$ cat config.mk
export PLATFORM = sky130hd
export DESIGN_NAME = ex_fixed_latency
export DESIGN_NICKNAME = d
export VERILOG_FILES = /design/src/rtl/ex_pkg.sv /design/src/rtl/ex_alu.sv /design/src/rtl/ex_branch_unit.sv /design/src/rtl/ex_csr_buffer.sv /design/src/rtl/ex_multiplier.sv /design/src/rtl/ex_writeback_arbiter.sv /design/src/rtl/ex_fixed_latency.sv
export VERILOG_INCLUDE_DIRS = /design/src /design/src/rtl
export SDC_FILE = /design/constraint.sdc
export NUM_CORES = 2
export LEC_CHECK = 0
export BUFFER_PORTS_ARGS = -buffer_cell sky130_fd_sc_hd__buf_4
export CAP_MARGIN = 5
export CORE_MARGIN = 10
export CORE_UTILIZATION = 45
export CTS_BUF_LIST = sky130_fd_sc_hd__clkbuf_4 sky130_fd_sc_hd__clkbuf_8
export DETAILED_ROUTE_END_ITERATION = 8
export PLACE_DENSITY = 0.62
export SLEW_MARGIN = 10
export SYNTH_ARGS = -nofsm -noshare
export SYNTH_HDL_FRONTEND = slang
export SYNTH_SLANG_ARGS = --single-unit
$ cat constraint.sdc
create_clock -name clk_i -period 4.7 [get_ports clk_i]
set_input_delay 0.47 -clock clk_i [delete_from_list [all_inputs] [get_ports clk_i]]
set_output_delay 0.47 -clock clk_i [all_outputs]
set_load 0.005 [all_outputs]
$ cat src/rtl/ex_params.svh
// --------------------
// Execute stage parameters
// Widths and instruction sizes shared by RTL and testbench
// --------------------

`ifndef EX_PARAMS_SVH
`define EX_PARAMS_SVH

// Data path width
`define EX_XLEN 32

// Scoreboard tag and CSR address widths
`define EX_TRANS_ID_BITS 3
`define EX_CSR_ADDR_BITS 12

// Instruction sizes in bytes, used for the link address
`define EX_INSTR_BYTES 4
`define EX_CINSTR_BYTES 2

`endif

$ cat src/rtl/ex_pkg.sv
// --------------------
// Execute stage package
// Vector types, operation encoding and the records passed between units
// --------------------

`default_nettype none

`include "ex_params.svh"

package ex_pkg;

    typedef logic [`EX_XLEN-1:0]          xlen_t;
    typedef logic [`EX_TRANS_ID_BITS-1:0] trans_id_t;
    typedef logic [`EX_CSR_ADDR_BITS-1:0] csr_addr_t;
    typedef logic [3:0]                   cause_t;

    // Exception causes raised in this stage
    localparam cause_t CAUSE_INSTR_MISALIGNED = 4'd0;

    typedef enum logic [4:0] {
        // ALU
        ADD, SUB, AND, OR, XOR, SLL, SRL, SRA, SLT, SLTU,
        // Branch comparisons and register jump
        EQ, NE, LTS, GES, LTU, GEU, JALR,
        // CSR
        CSR_ACCESS,
        // Multiplier
        MUL, MULH, MULHU
    } fu_op_t;

    typedef struct packed {
        fu_op_t    operation;
        xlen_t     operand_a;
        xlen_t     operand_b;
        xlen_t     imm;
        trans_id_t trans_id;
    } fu_data_t;

    typedef struct packed {
        logic  taken;
        xlen_t predicted_address;
    } branch_predict_t;

    typedef struct packed {
        xlen_t pc;
        xlen_t target_address;
        logic  is_taken;
        logic  is_mispredict;
    } bp_resolve_t;

    typedef struct packed {
        logic   valid;
        cause_t cause;
        xlen_t  tval;
    } exception_t;

    // One claim on the scoreboard write-back port
    typedef struct packed {
        logic      valid;
        trans_id_t trans_id;
        xlen_t     data;
    } wb_t;

endpackage

`default_nettype wire

$ cat src/rtl/ex_alu.sv
// --------------------
// Single-cycle ALU
// Arithmetic, logic, shifts, set-less-than and branch comparisons
// --------------------

`timescale 1ns/1ps
`default_nettype none

module ex_alu (
    input  ex_pkg::fu_data_t fu_data_i,
    input  logic             alu_valid_i,
    output ex_pkg::wb_t      result_o,
    output logic             branch_res_o
);
    import ex_pkg::*;

    localparam int unsigned SHAMT_BITS = $clog2($bits(xlen_t));

    xlen_t                 op_a;
    xlen_t                 op_b;
    logic [SHAMT_BITS-1:0] shamt;
    logic                  is_equal;
    logic                  less_signed;
    logic                  less_unsigned;
    xlen_t                 alu_result;

    assign op_a  = fu_data_i.operand_a;
    assign op_b  = fu_data_i.operand_b;
    assign shamt = op_b[SHAMT_BITS-1:0];

    // Comparators shared by SLT(U) and branches
    assign is_equal      = (op_a == op_b);
    assign less_signed   = ($signed(op_a) < $signed(op_b));
    assign less_unsigned = (op_a < op_b);

    always_comb begin
        case (fu_data_i.operation)
            ADD:     alu_result = op_a + op_b;
            SUB:     alu_result = op_a - op_b;
            AND:     alu_result = op_a & op_b;
            OR:      alu_result = op_a | op_b;
            XOR:     alu_result = op_a ^ op_b;
            SLL:     alu_result = op_a << shamt;
            SRL:     alu_result = op_a >> shamt;
            SRA:     alu_result = xlen_t'($signed(op_a) >>> shamt);
            SLT:     alu_result = xlen_t'(less_signed);
            SLTU:    alu_result = xlen_t'(less_unsigned);
            default: alu_result = '0;
        endcase
    end

    // Branch condition, only meaningful for conditional branches
    always_comb begin
        case (fu_data_i.operation)
            EQ:      branch_res_o = is_equal;
            NE:      branch_res_o = ~is_equal;
            LTS:     branch_res_o = less_signed;
            GES:     branch_res_o = ~less_signed;
            LTU:     branch_res_o = less_unsigned;
            GEU:     branch_res_o = ~less_unsigned;
            default: branch_res_o = 1'b0;
        endcase
    end

    assign result_o.valid    = alu_valid_i;
    assign result_o.trans_id = fu_data_i.trans_id;
    assign result_o.data     = alu_result;

endmodule

`default_nettype wire

$ cat src/rtl/ex_branch_unit.sv
// --------------------
// Branch unit
// Resolves conditional branches and JALR against the frontend prediction
// --------------------

`timescale 1ns/1ps
`default_nettype none

`include "ex_params.svh"

module ex_branch_unit (
    input  ex_pkg::fu_data_t        fu_data_i,
    input  ex_pkg::xlen_t           pc_i,
    input  logic                    is_compressed_instr_i,
    input  logic                    branch_valid_i,
    input  logic                    branch_comp_res_i,
    input  ex_pkg::branch_predict_t branch_predict_i,
    output ex_pkg::wb_t             link_o,
    output ex_pkg::bp_resolve_t     resolved_branch_o,
    output logic                    resolve_branch_o,
    output ex_pkg::exception_t      branch_exception_o
);
    import ex_pkg::*;

    logic  is_jump;
    logic  taken;
    xlen_t target_base;
    xlen_t target;
    xlen_t link_addr;
    logic  dir_wrong;
    logic  addr_wrong;

    assign is_jump     = (fu_data_i.operation == JALR);
    assign target_base = is_jump ? fu_data_i.operand_a : pc_i;

    // JALR clears bit 0 of the computed target
    always_comb begin
        target = target_base + fu_data_i.imm;
        if (is_jump) begin
            target[0] = 1'b0;
        end
    end

    assign taken     = is_jump | branch_comp_res_i;
    assign link_addr = pc_i + (is_compressed_instr_i ? xlen_t'(`EX_CINSTR_BYTES)
                                                     : xlen_t'(`EX_INSTR_BYTES));

    // --------------------
    // Resolution
    // --------------------
    assign dir_wrong  = (taken != branch_predict_i.taken);
    assign addr_wrong = taken & (target != branch_predict_i.predicted_address);

    assign resolve_branch_o                 = branch_valid_i;
    assign resolved_branch_o.pc             = pc_i;
    assign resolved_branch_o.target_address = target;
    assign resolved_branch_o.is_taken       = taken;
    assign resolved_branch_o.is_mispredict  = branch_valid_i & (dir_wrong | addr_wrong);

    assign link_o.valid    = branch_valid_i;
    assign link_o.trans_id = fu_data_i.trans_id;
    assign link_o.data     = link_addr;

    // Taken target must be 4-byte aligned without compressed support
    assign branch_exception_o.valid = branch_valid_i & taken & target[1];
    assign branch_exception_o.cause = CAUSE_INSTR_MISALIGNED;
    assign branch_exception_o.tval  = target;

endmodule

`default_nettype wire

$ cat src/rtl/ex_csr_buffer.sv
// --------------------
// CSR buffer
// Holds one CSR address until commit, blocks issue while full
// --------------------

`timescale 1ns/1ps
`default_nettype none

module ex_csr_buffer (
    input  logic              clk_i,
    input  logic              rst_ni,
    input  logic              flush_i,
    input  logic              csr_valid_i,
    input  logic              csr_commit_i,
    input  ex_pkg::fu_data_t  fu_data_i,
    output ex_pkg::wb_t       result_o,
    output logic              csr_ready_o,
    output ex_pkg::csr_addr_t csr_addr_o
);
    import ex_pkg::*;

    logic      full_q;
    csr_addr_t addr_q;

    always_ff @(posedge clk_i or negedge rst_ni) begin
        if (!rst_ni) begin
            full_q <= 1'b0;
        end else if (flush_i || csr_commit_i) begin
            full_q <= 1'b0;
        end else if (csr_valid_i) begin
            full_q <= 1'b1;
        end
    end

    // Address comes from the low bits of operand b
    always_ff @(posedge clk_i) begin
        if (csr_valid_i) begin
            addr_q <= csr_addr_t'(fu_data_i.operand_b);
        end
    end

    assign csr_ready_o = ~full_q;
    assign csr_addr_o  = addr_q;

    // Write data goes back to the scoreboard right away
    assign result_o.valid    = csr_valid_i;
    assign result_o.trans_id = fu_data_i.trans_id;
    assign result_o.data     = fu_data_i.operand_a;

endmodule

`default_nettype wire

$ cat src/rtl/ex_multiplier.sv
// --------------------
// Multiplier
// One-cycle registered 32x32 product, low or high half
// --------------------

`timescale 1ns/1ps
`default_nettype none

module ex_multiplier (
    input  logic             clk_i,
    input  logic             rst_ni,
    input  logic             flush_i,
    input  logic             mult_valid_i,
    input  ex_pkg::fu_data_t fu_data_i,
    output ex_pkg::wb_t      result_o
);
    import ex_pkg::*;

    localparam int unsigned XLEN = $bits(xlen_t);

    logic                   sign_ext;
    logic signed [XLEN:0]   op_a_ext;
    logic signed [XLEN:0]   op_b_ext;
    logic [2*XLEN+1:0]      product_full;
    logic                   valid_q;
    logic                   high_q;
    trans_id_t              trans_id_q;
    logic [2*XLEN-1:0]      product_q;

    // MULH is signed by signed, MULHU and MUL zero-extend
    assign sign_ext     = (fu_data_i.operation == MULH);
    assign op_a_ext     = {sign_ext & fu_data_i.operand_a[XLEN-1], fu_data_i.operand_a};
    assign op_b_ext     = {sign_ext & fu_data_i.operand_b[XLEN-1], fu_data_i.operand_b};
    assign product_full = op_a_ext * op_b_ext;

    always_ff @(posedge clk_i or negedge rst_ni) begin
        if (!rst_ni) begin
            valid_q <= 1'b0;
        end else begin
            valid_q <= mult_valid_i & ~flush_i;
        end
    end

    always_ff @(posedge clk_i) begin
        if (mult_valid_i) begin
            product_q  <= product_full[2*XLEN-1:0];
            high_q     <= (fu_data_i.operation != MUL);
            trans_id_q <= fu_data_i.trans_id;
        end
    end

    // A flush also kills the result that is on the port right now
    assign result_o.valid    = valid_q & ~flush_i;
    assign result_o.trans_id = trans_id_q;
    assign result_o.data     = high_q ? product_q[2*XLEN-1:XLEN] : product_q[XLEN-1:0];

endmodule

`default_nettype wire

$ cat src/rtl/ex_writeback_arbiter.sv
// --------------------
// Write-back arbiter
// Fixed priority onto the shared scoreboard port
// --------------------

`timescale 1ns/1ps
`default_nettype none

module ex_writeback_arbiter (
    input  ex_pkg::wb_t alu_i,
    input  ex_pkg::wb_t branch_i,
    input  ex_pkg::wb_t csr_i,
    input  ex_pkg::wb_t mult_i,
    output ex_pkg::wb_t wb_o
);
    import ex_pkg::*;

    // Grant vector, one bit per claim
    logic [3:0] grant;

    // Priority ALU > branch > CSR > multiplier
    assign grant[0] = alu_i.valid;
    assign grant[1] = branch_i.valid & ~alu_i.valid;
    assign grant[2] = csr_i.valid & ~alu_i.valid & ~branch_i.valid;
    assign grant[3] = mult_i.valid & ~alu_i.valid & ~branch_i.valid & ~csr_i.valid;

    always_comb begin
        wb_o = '0;
        case (1'b1)
            grant[0]: wb_o = alu_i;
            grant[1]: wb_o = branch_i;
            grant[2]: wb_o = csr_i;
            grant[3]: wb_o = mult_i;
            default: begin
                wb_o.valid    = 1'b0;
                wb_o.trans_id = '0;
                wb_o.data     = '0;
            end
        endcase
    end

endmodule

`default_nettype wire

$ cat src/rtl/ex_fixed_latency.sv
// --------------------
// Fixed-latency execute units
// ALU, branch unit, CSR buffer and multiplier on one write-back port
// --------------------

`timescale 1ns/1ps
`default_nettype none

module ex_fixed_latency (
    input  logic                    clk_i,
    input  logic                    rst_ni,
    input  logic                    flush_i,
    input  ex_pkg::fu_data_t        fu_data_i,
    input  ex_pkg::xlen_t           pc_i,
    input  logic                    is_compressed_instr_i,
    input  logic                    alu_valid_i,
    input  logic                    branch_valid_i,
    input  logic                    csr_valid_i,
    input  logic                    csr_commit_i,
    input  logic                    mult_valid_i,
    input  ex_pkg::branch_predict_t branch_predict_i,
    output ex_pkg::wb_t             flu_wb_o,
    output logic                    flu_ready_o,
    output ex_pkg::bp_resolve_t     resolved_branch_o,
    output logic                    resolve_branch_o,
    output ex_pkg::exception_t      flu_exception_o,
    output ex_pkg::csr_addr_t       csr_addr_o
);
    import ex_pkg::*;

    // Comparison from ALU to branch unit
    logic alu_branch_res;

    wb_t  alu_wb;
    wb_t  branch_wb;
    wb_t  csr_wb;
    wb_t  mult_wb;

    // --------------------
    // Single-cycle units
    // --------------------
    ex_alu u_alu (
        .fu_data_i    (fu_data_i),
        .alu_valid_i  (alu_valid_i),
        .result_o     (alu_wb),
        .branch_res_o (alu_branch_res)
    );

    ex_branch_unit u_branch_unit (
        .fu_data_i             (fu_data_i),
        .pc_i                  (pc_i),
        .is_compressed_instr_i (is_compressed_instr_i),
        .branch_valid_i        (branch_valid_i),
        .branch_comp_res_i     (alu_branch_res),
        .branch_predict_i      (branch_predict_i),
        .link_o                (branch_wb),
        .resolved_branch_o     (resolved_branch_o),
        .resolve_branch_o      (resolve_branch_o),
        .branch_exception_o    (flu_exception_o)
    );

    ex_csr_buffer u_csr_buffer (
        .clk_i        (clk_i),
        .rst_ni       (rst_ni),
        .flush_i      (flush_i),
        .csr_valid_i  (csr_valid_i),
        .csr_commit_i (csr_commit_i),
        .fu_data_i    (fu_data_i),
        .result_o     (csr_wb),
        .csr_ready_o  (flu_ready_o),
        .csr_addr_o   (csr_addr_o)
    );

    // Result lands one edge after issue
    ex_multiplier u_multiplier (
        .clk_i        (clk_i),
        .rst_ni       (rst_ni),
        .flush_i      (flush_i),
        .mult_valid_i (mult_valid_i),
        .fu_data_i    (fu_data_i),
        .result_o     (mult_wb)
    );

    ex_writeback_arbiter u_writeback_arbiter (
        .alu_i    (alu_wb),
        .branch_i (branch_wb),
        .csr_i    (csr_wb),
        .mult_i   (mult_wb),
        .wb_o     (flu_wb_o)
    );

endmodule

`default_nettype wire

==> summary.txt <==
Synthesis
  • Post-synth top area cell: fa_1
  • Top post-synthesis cells by area: fa_1, inv_1, ha_1
  • Post-Syn Area: ~0.053 sq mm
  • Main synth FF type: edfxtp_1
  • Top cell type's share of synthesized area: between 40% and 50%
  • Synth warn: 0
  • EDFF count, synth: 80
  • Synthesized instance count: 6228
  • Distinct cells, synth: 103
  • Seq cells post-synth: 82
  • Syn_area_per_cell: 8.47 sq um
  • FFs w/ async S/R, synth: 2.44%
  • Sequential element share of the synthesized area: under 10%

Run status
  • Run status: finished, violations left
  • Failing checks: DRC, setup timing

Critical path
  • Most frequent CP cell: fa_1
  • CP Capture Type: register
  • Slowest CP cell: fa_1
  • Max FO, Critical Path: 6
  • Worst setup SP type: primary input
  • Critical path class: primary input to register
  • Worst path max stage delay: ~0.59 ns
  • Critical Path RT: between 5 and 6 ns
  • Worst EP arrival: 8.13 ns

Global routing
  • Vias in the first global route: about 54000
  • Largest net degree at the start of global routing: 73
  • First-pass GRT wire length: between 300 and 400 mm
  • Global-route usage over all layers: between 40% and 50%
  • Initial antenna violation count: 20
  • Grt ovf: 0

Floorplan
  • Die Span Y: about 360 um
  • Die Area: around 0.13 sq mm
  • Initial core utilization: between 40% and 50%
  • Core area: between 0.1 and 0.15 sq mm
  • # rows: between 100 and 150
  • IO Count: ~330
  • Die width: roughly 360 um

STA
  • Final Skew: 0 ns
  • Slew HR: a little over a quarter
  • Final period utilization: 166%
  • RSZ-0062 raised after global routing: true
  • Pin slew with the least headroom to its limit: roughly 1.1 ns
  • Final hold viol count: 0
  • Max-slew violations: 0
  • Fin crit period: around 7.8 ns
  • Fmax achieved: about 130 MHz
  • Worst setup margin: -3.11 ns
  • Final setup viols: 84

Final layout
  • Net count, final: ~9200
  • # fillers: between 10000 and 15000
  • Register area: 0.00245 sq mm
  • Footprint of the multi-input gates: about 0.047 sq mm
  • Final std cells w/o fill: between 9000 and 10000
  • Layout cells sized above 1: a little under a third
  • Most frequent cells in the layout: buf_4, inv_1, fa_1
  • Area growth from synthesis to layout: 34.8%
  • Commonest non-fill, non-tap cell in the layout: buf_4

Placement
  • # placed instances: 8885
  • Port bufs: 326
  • HPWL Detailed: 230 mm
  • Routability cong.: ~1.1

Flow run
  • Max cap viols: 0

Route
  • Routed Wire Length: between 200 and 300 mm
  • Initial detailed-routing violation count: around 6300
  • Via count: approximately 53000
  • Residual DRC: 11
  • Drt wl/cell: roughly 30 um
  • Routed vias/inst: 5.81
  • Routed Antenna Nets: 0
  • Drt pass-1 iters: 9

Clock tree
  • Num CTS Buffers: 9
  • Clk slew on worst S/H paths: 0.11 ns
  • CTS tree: yes
  • Deepest clock path buffer count: 2
  • H-tree levels: 3
  • Clock Latency Late Sink: 0.55 ns
  • Clock sinks: 82
  • CTS Root Cell: clkbuf_8

Hold path
  • HP Class: primary input to register
-- metal layers --
metal | routed length, um | vias up | global-route usage [%]
li1 | - | 22000 | -
met1 | 102000 | 26700 | 51.8
met5 | 70 | - | 0
met4 | 20500 | 14 | 24.3
met3 | 31300 | 735 | 11.0
met2 | 117000 | 3216 | 60.8
-- registers in the layout, summed over array words and instances (netlist names) --
signal	count
u_multiplier.valid_q	1
u_csr_buffer.full_q	1
u_csr_buffer.csr_addr_o	12
u_multiplier.high_q	1
u_multiplier.product_q	64
u_multiplier.trans_id_q	3
-- cell type report --
class / instances / share of cell area [%]
inverters: 1260 / 6.80
multi-input cells: 4445 / 65.8
clock buffers: 9 / 0.174
repair buffers: 1726 / 20.9
well taps: 1524 / 2.68
diodes: 11 / 0.0387
clock inverters: 6 / 0.150
flip-flops and latches: 82 / 3.45
-- synthesized netlist by cell type, types with 12 or more instances --
master / count
inv_1: 1247
fa_1: 1129
nand2_1: 928
nor2_1: 534
ha_1: 342
clkbuf_1: 262
o21ai_0: 219
a21oi_1: 202
xnor2_1: 127
buf_1: 84
edfxtp_1: 80
buf_4: 73
nor3_1: 69
a21o_1: 64
mux2i_1: 60
xor2_1: 49
nand3_1: 48
mux2_2: 32
a211oi_1: 31
a222oi_1: 31
and3_1: 31
o21bai_1: 30
o211ai_1: 29
mux4_2: 27
a22oi_1: 26
a31oi_1: 26
nor2b_1: 26
nand2b_1: 23
nand4_1: 22
a221oi_1: 21
buf_2: 21
o21a_1: 19
o221ai_1: 18
o22ai_1: 17
and2_1: 14
or3_1: 14
a221o_1: 12
clkinv_1: 12
or2_2: 12
-- critical path: cells and delay by family --
kind	cells	cell delay (ns)
adder cells (fa/ha/maj)	9	4.34
XOR/XNOR	1	0.12
AND/OR/NAND/NOR	7	1.60
AO/OA/AOI/OAI	4	0.67
buffers and inverters	8	0.91
-- cells by family (layout without fill, tap and decap cells) --
kind of cell | after synthesis | after routing | share of synthesized area (%)
DFF | 82 | 82 | 4.65
other | 1 | 15 | 0.00711
muxes | 119 | 119 | 2.97
AOI/OAI and AO/OA | 893 | 893 | 11.5
xor gates and xnor gates | 181 | 181 | 3.14
adders and majority gates | 1471 | 1471 | 51.0
buffers and inverters | 1704 | 3001 | 12.7
and+or+nand+nor | 1777 | 1777 | 14.0
-- worst paths after layout --
kind	depth (start not counted)	from	slack, ns	to
max	29	fu_data_i[102]	-3.11	u_multiplier.product_q[61]$_DFFE_PP_
min	2	csr_commit_i	0.05	u_csr_buffer.full_q$_DFFE_PN0P_
max reg2reg	2	u_csr_buffer.full_q$_DFFE_PN0P_	4.07	u_csr_buffer.full_q$_DFFE_PN0P_
min reg2reg	2	u_csr_buffer.full_q$_DFFE_PN0P_	0.56	u_csr_buffer.full_q$_DFFE_PN0P_
max in group asynchronous	2	rst_ni	4.36	u_multiplier.valid_q$_DFF_PN0_
min in group asynchronous	2	rst_ni	0.26	u_csr_buffer.full_q$_DFFE_PN0P_
-- what timing repair did --
item	4_1_cts	5_1_grt
setup endpoints to repair	107	105
buffers inserted	101	74
hold endpoints to repair	2	0
hold buffers	1	0
gates resized for setup	496	423
gates cloned	4	4
pin swaps	174	190
-- through the flow --
step                      util [%]  cell area [sq um]  hold slack (ns)  worst slack (ns)  TNS, ns
after floorplan                  -              53400            0.174             -3.55  -140.12
after global placement        56.3              65500            0.253             -3.96  -193.36
after detailed placement      56.3              65500            0.255             -4.00  -196.44
after CTS                     59.1              68800           0.0318             -3.05  -125.11
after global routing          61.1              71100           0.0444             -3.31  -137.47
final                         61.1              71100           0.0530             -3.11  -128.42
Power is not shown: default switching activity piles up to over one toggle a cycle in this logic, so the estimate is an artifact.
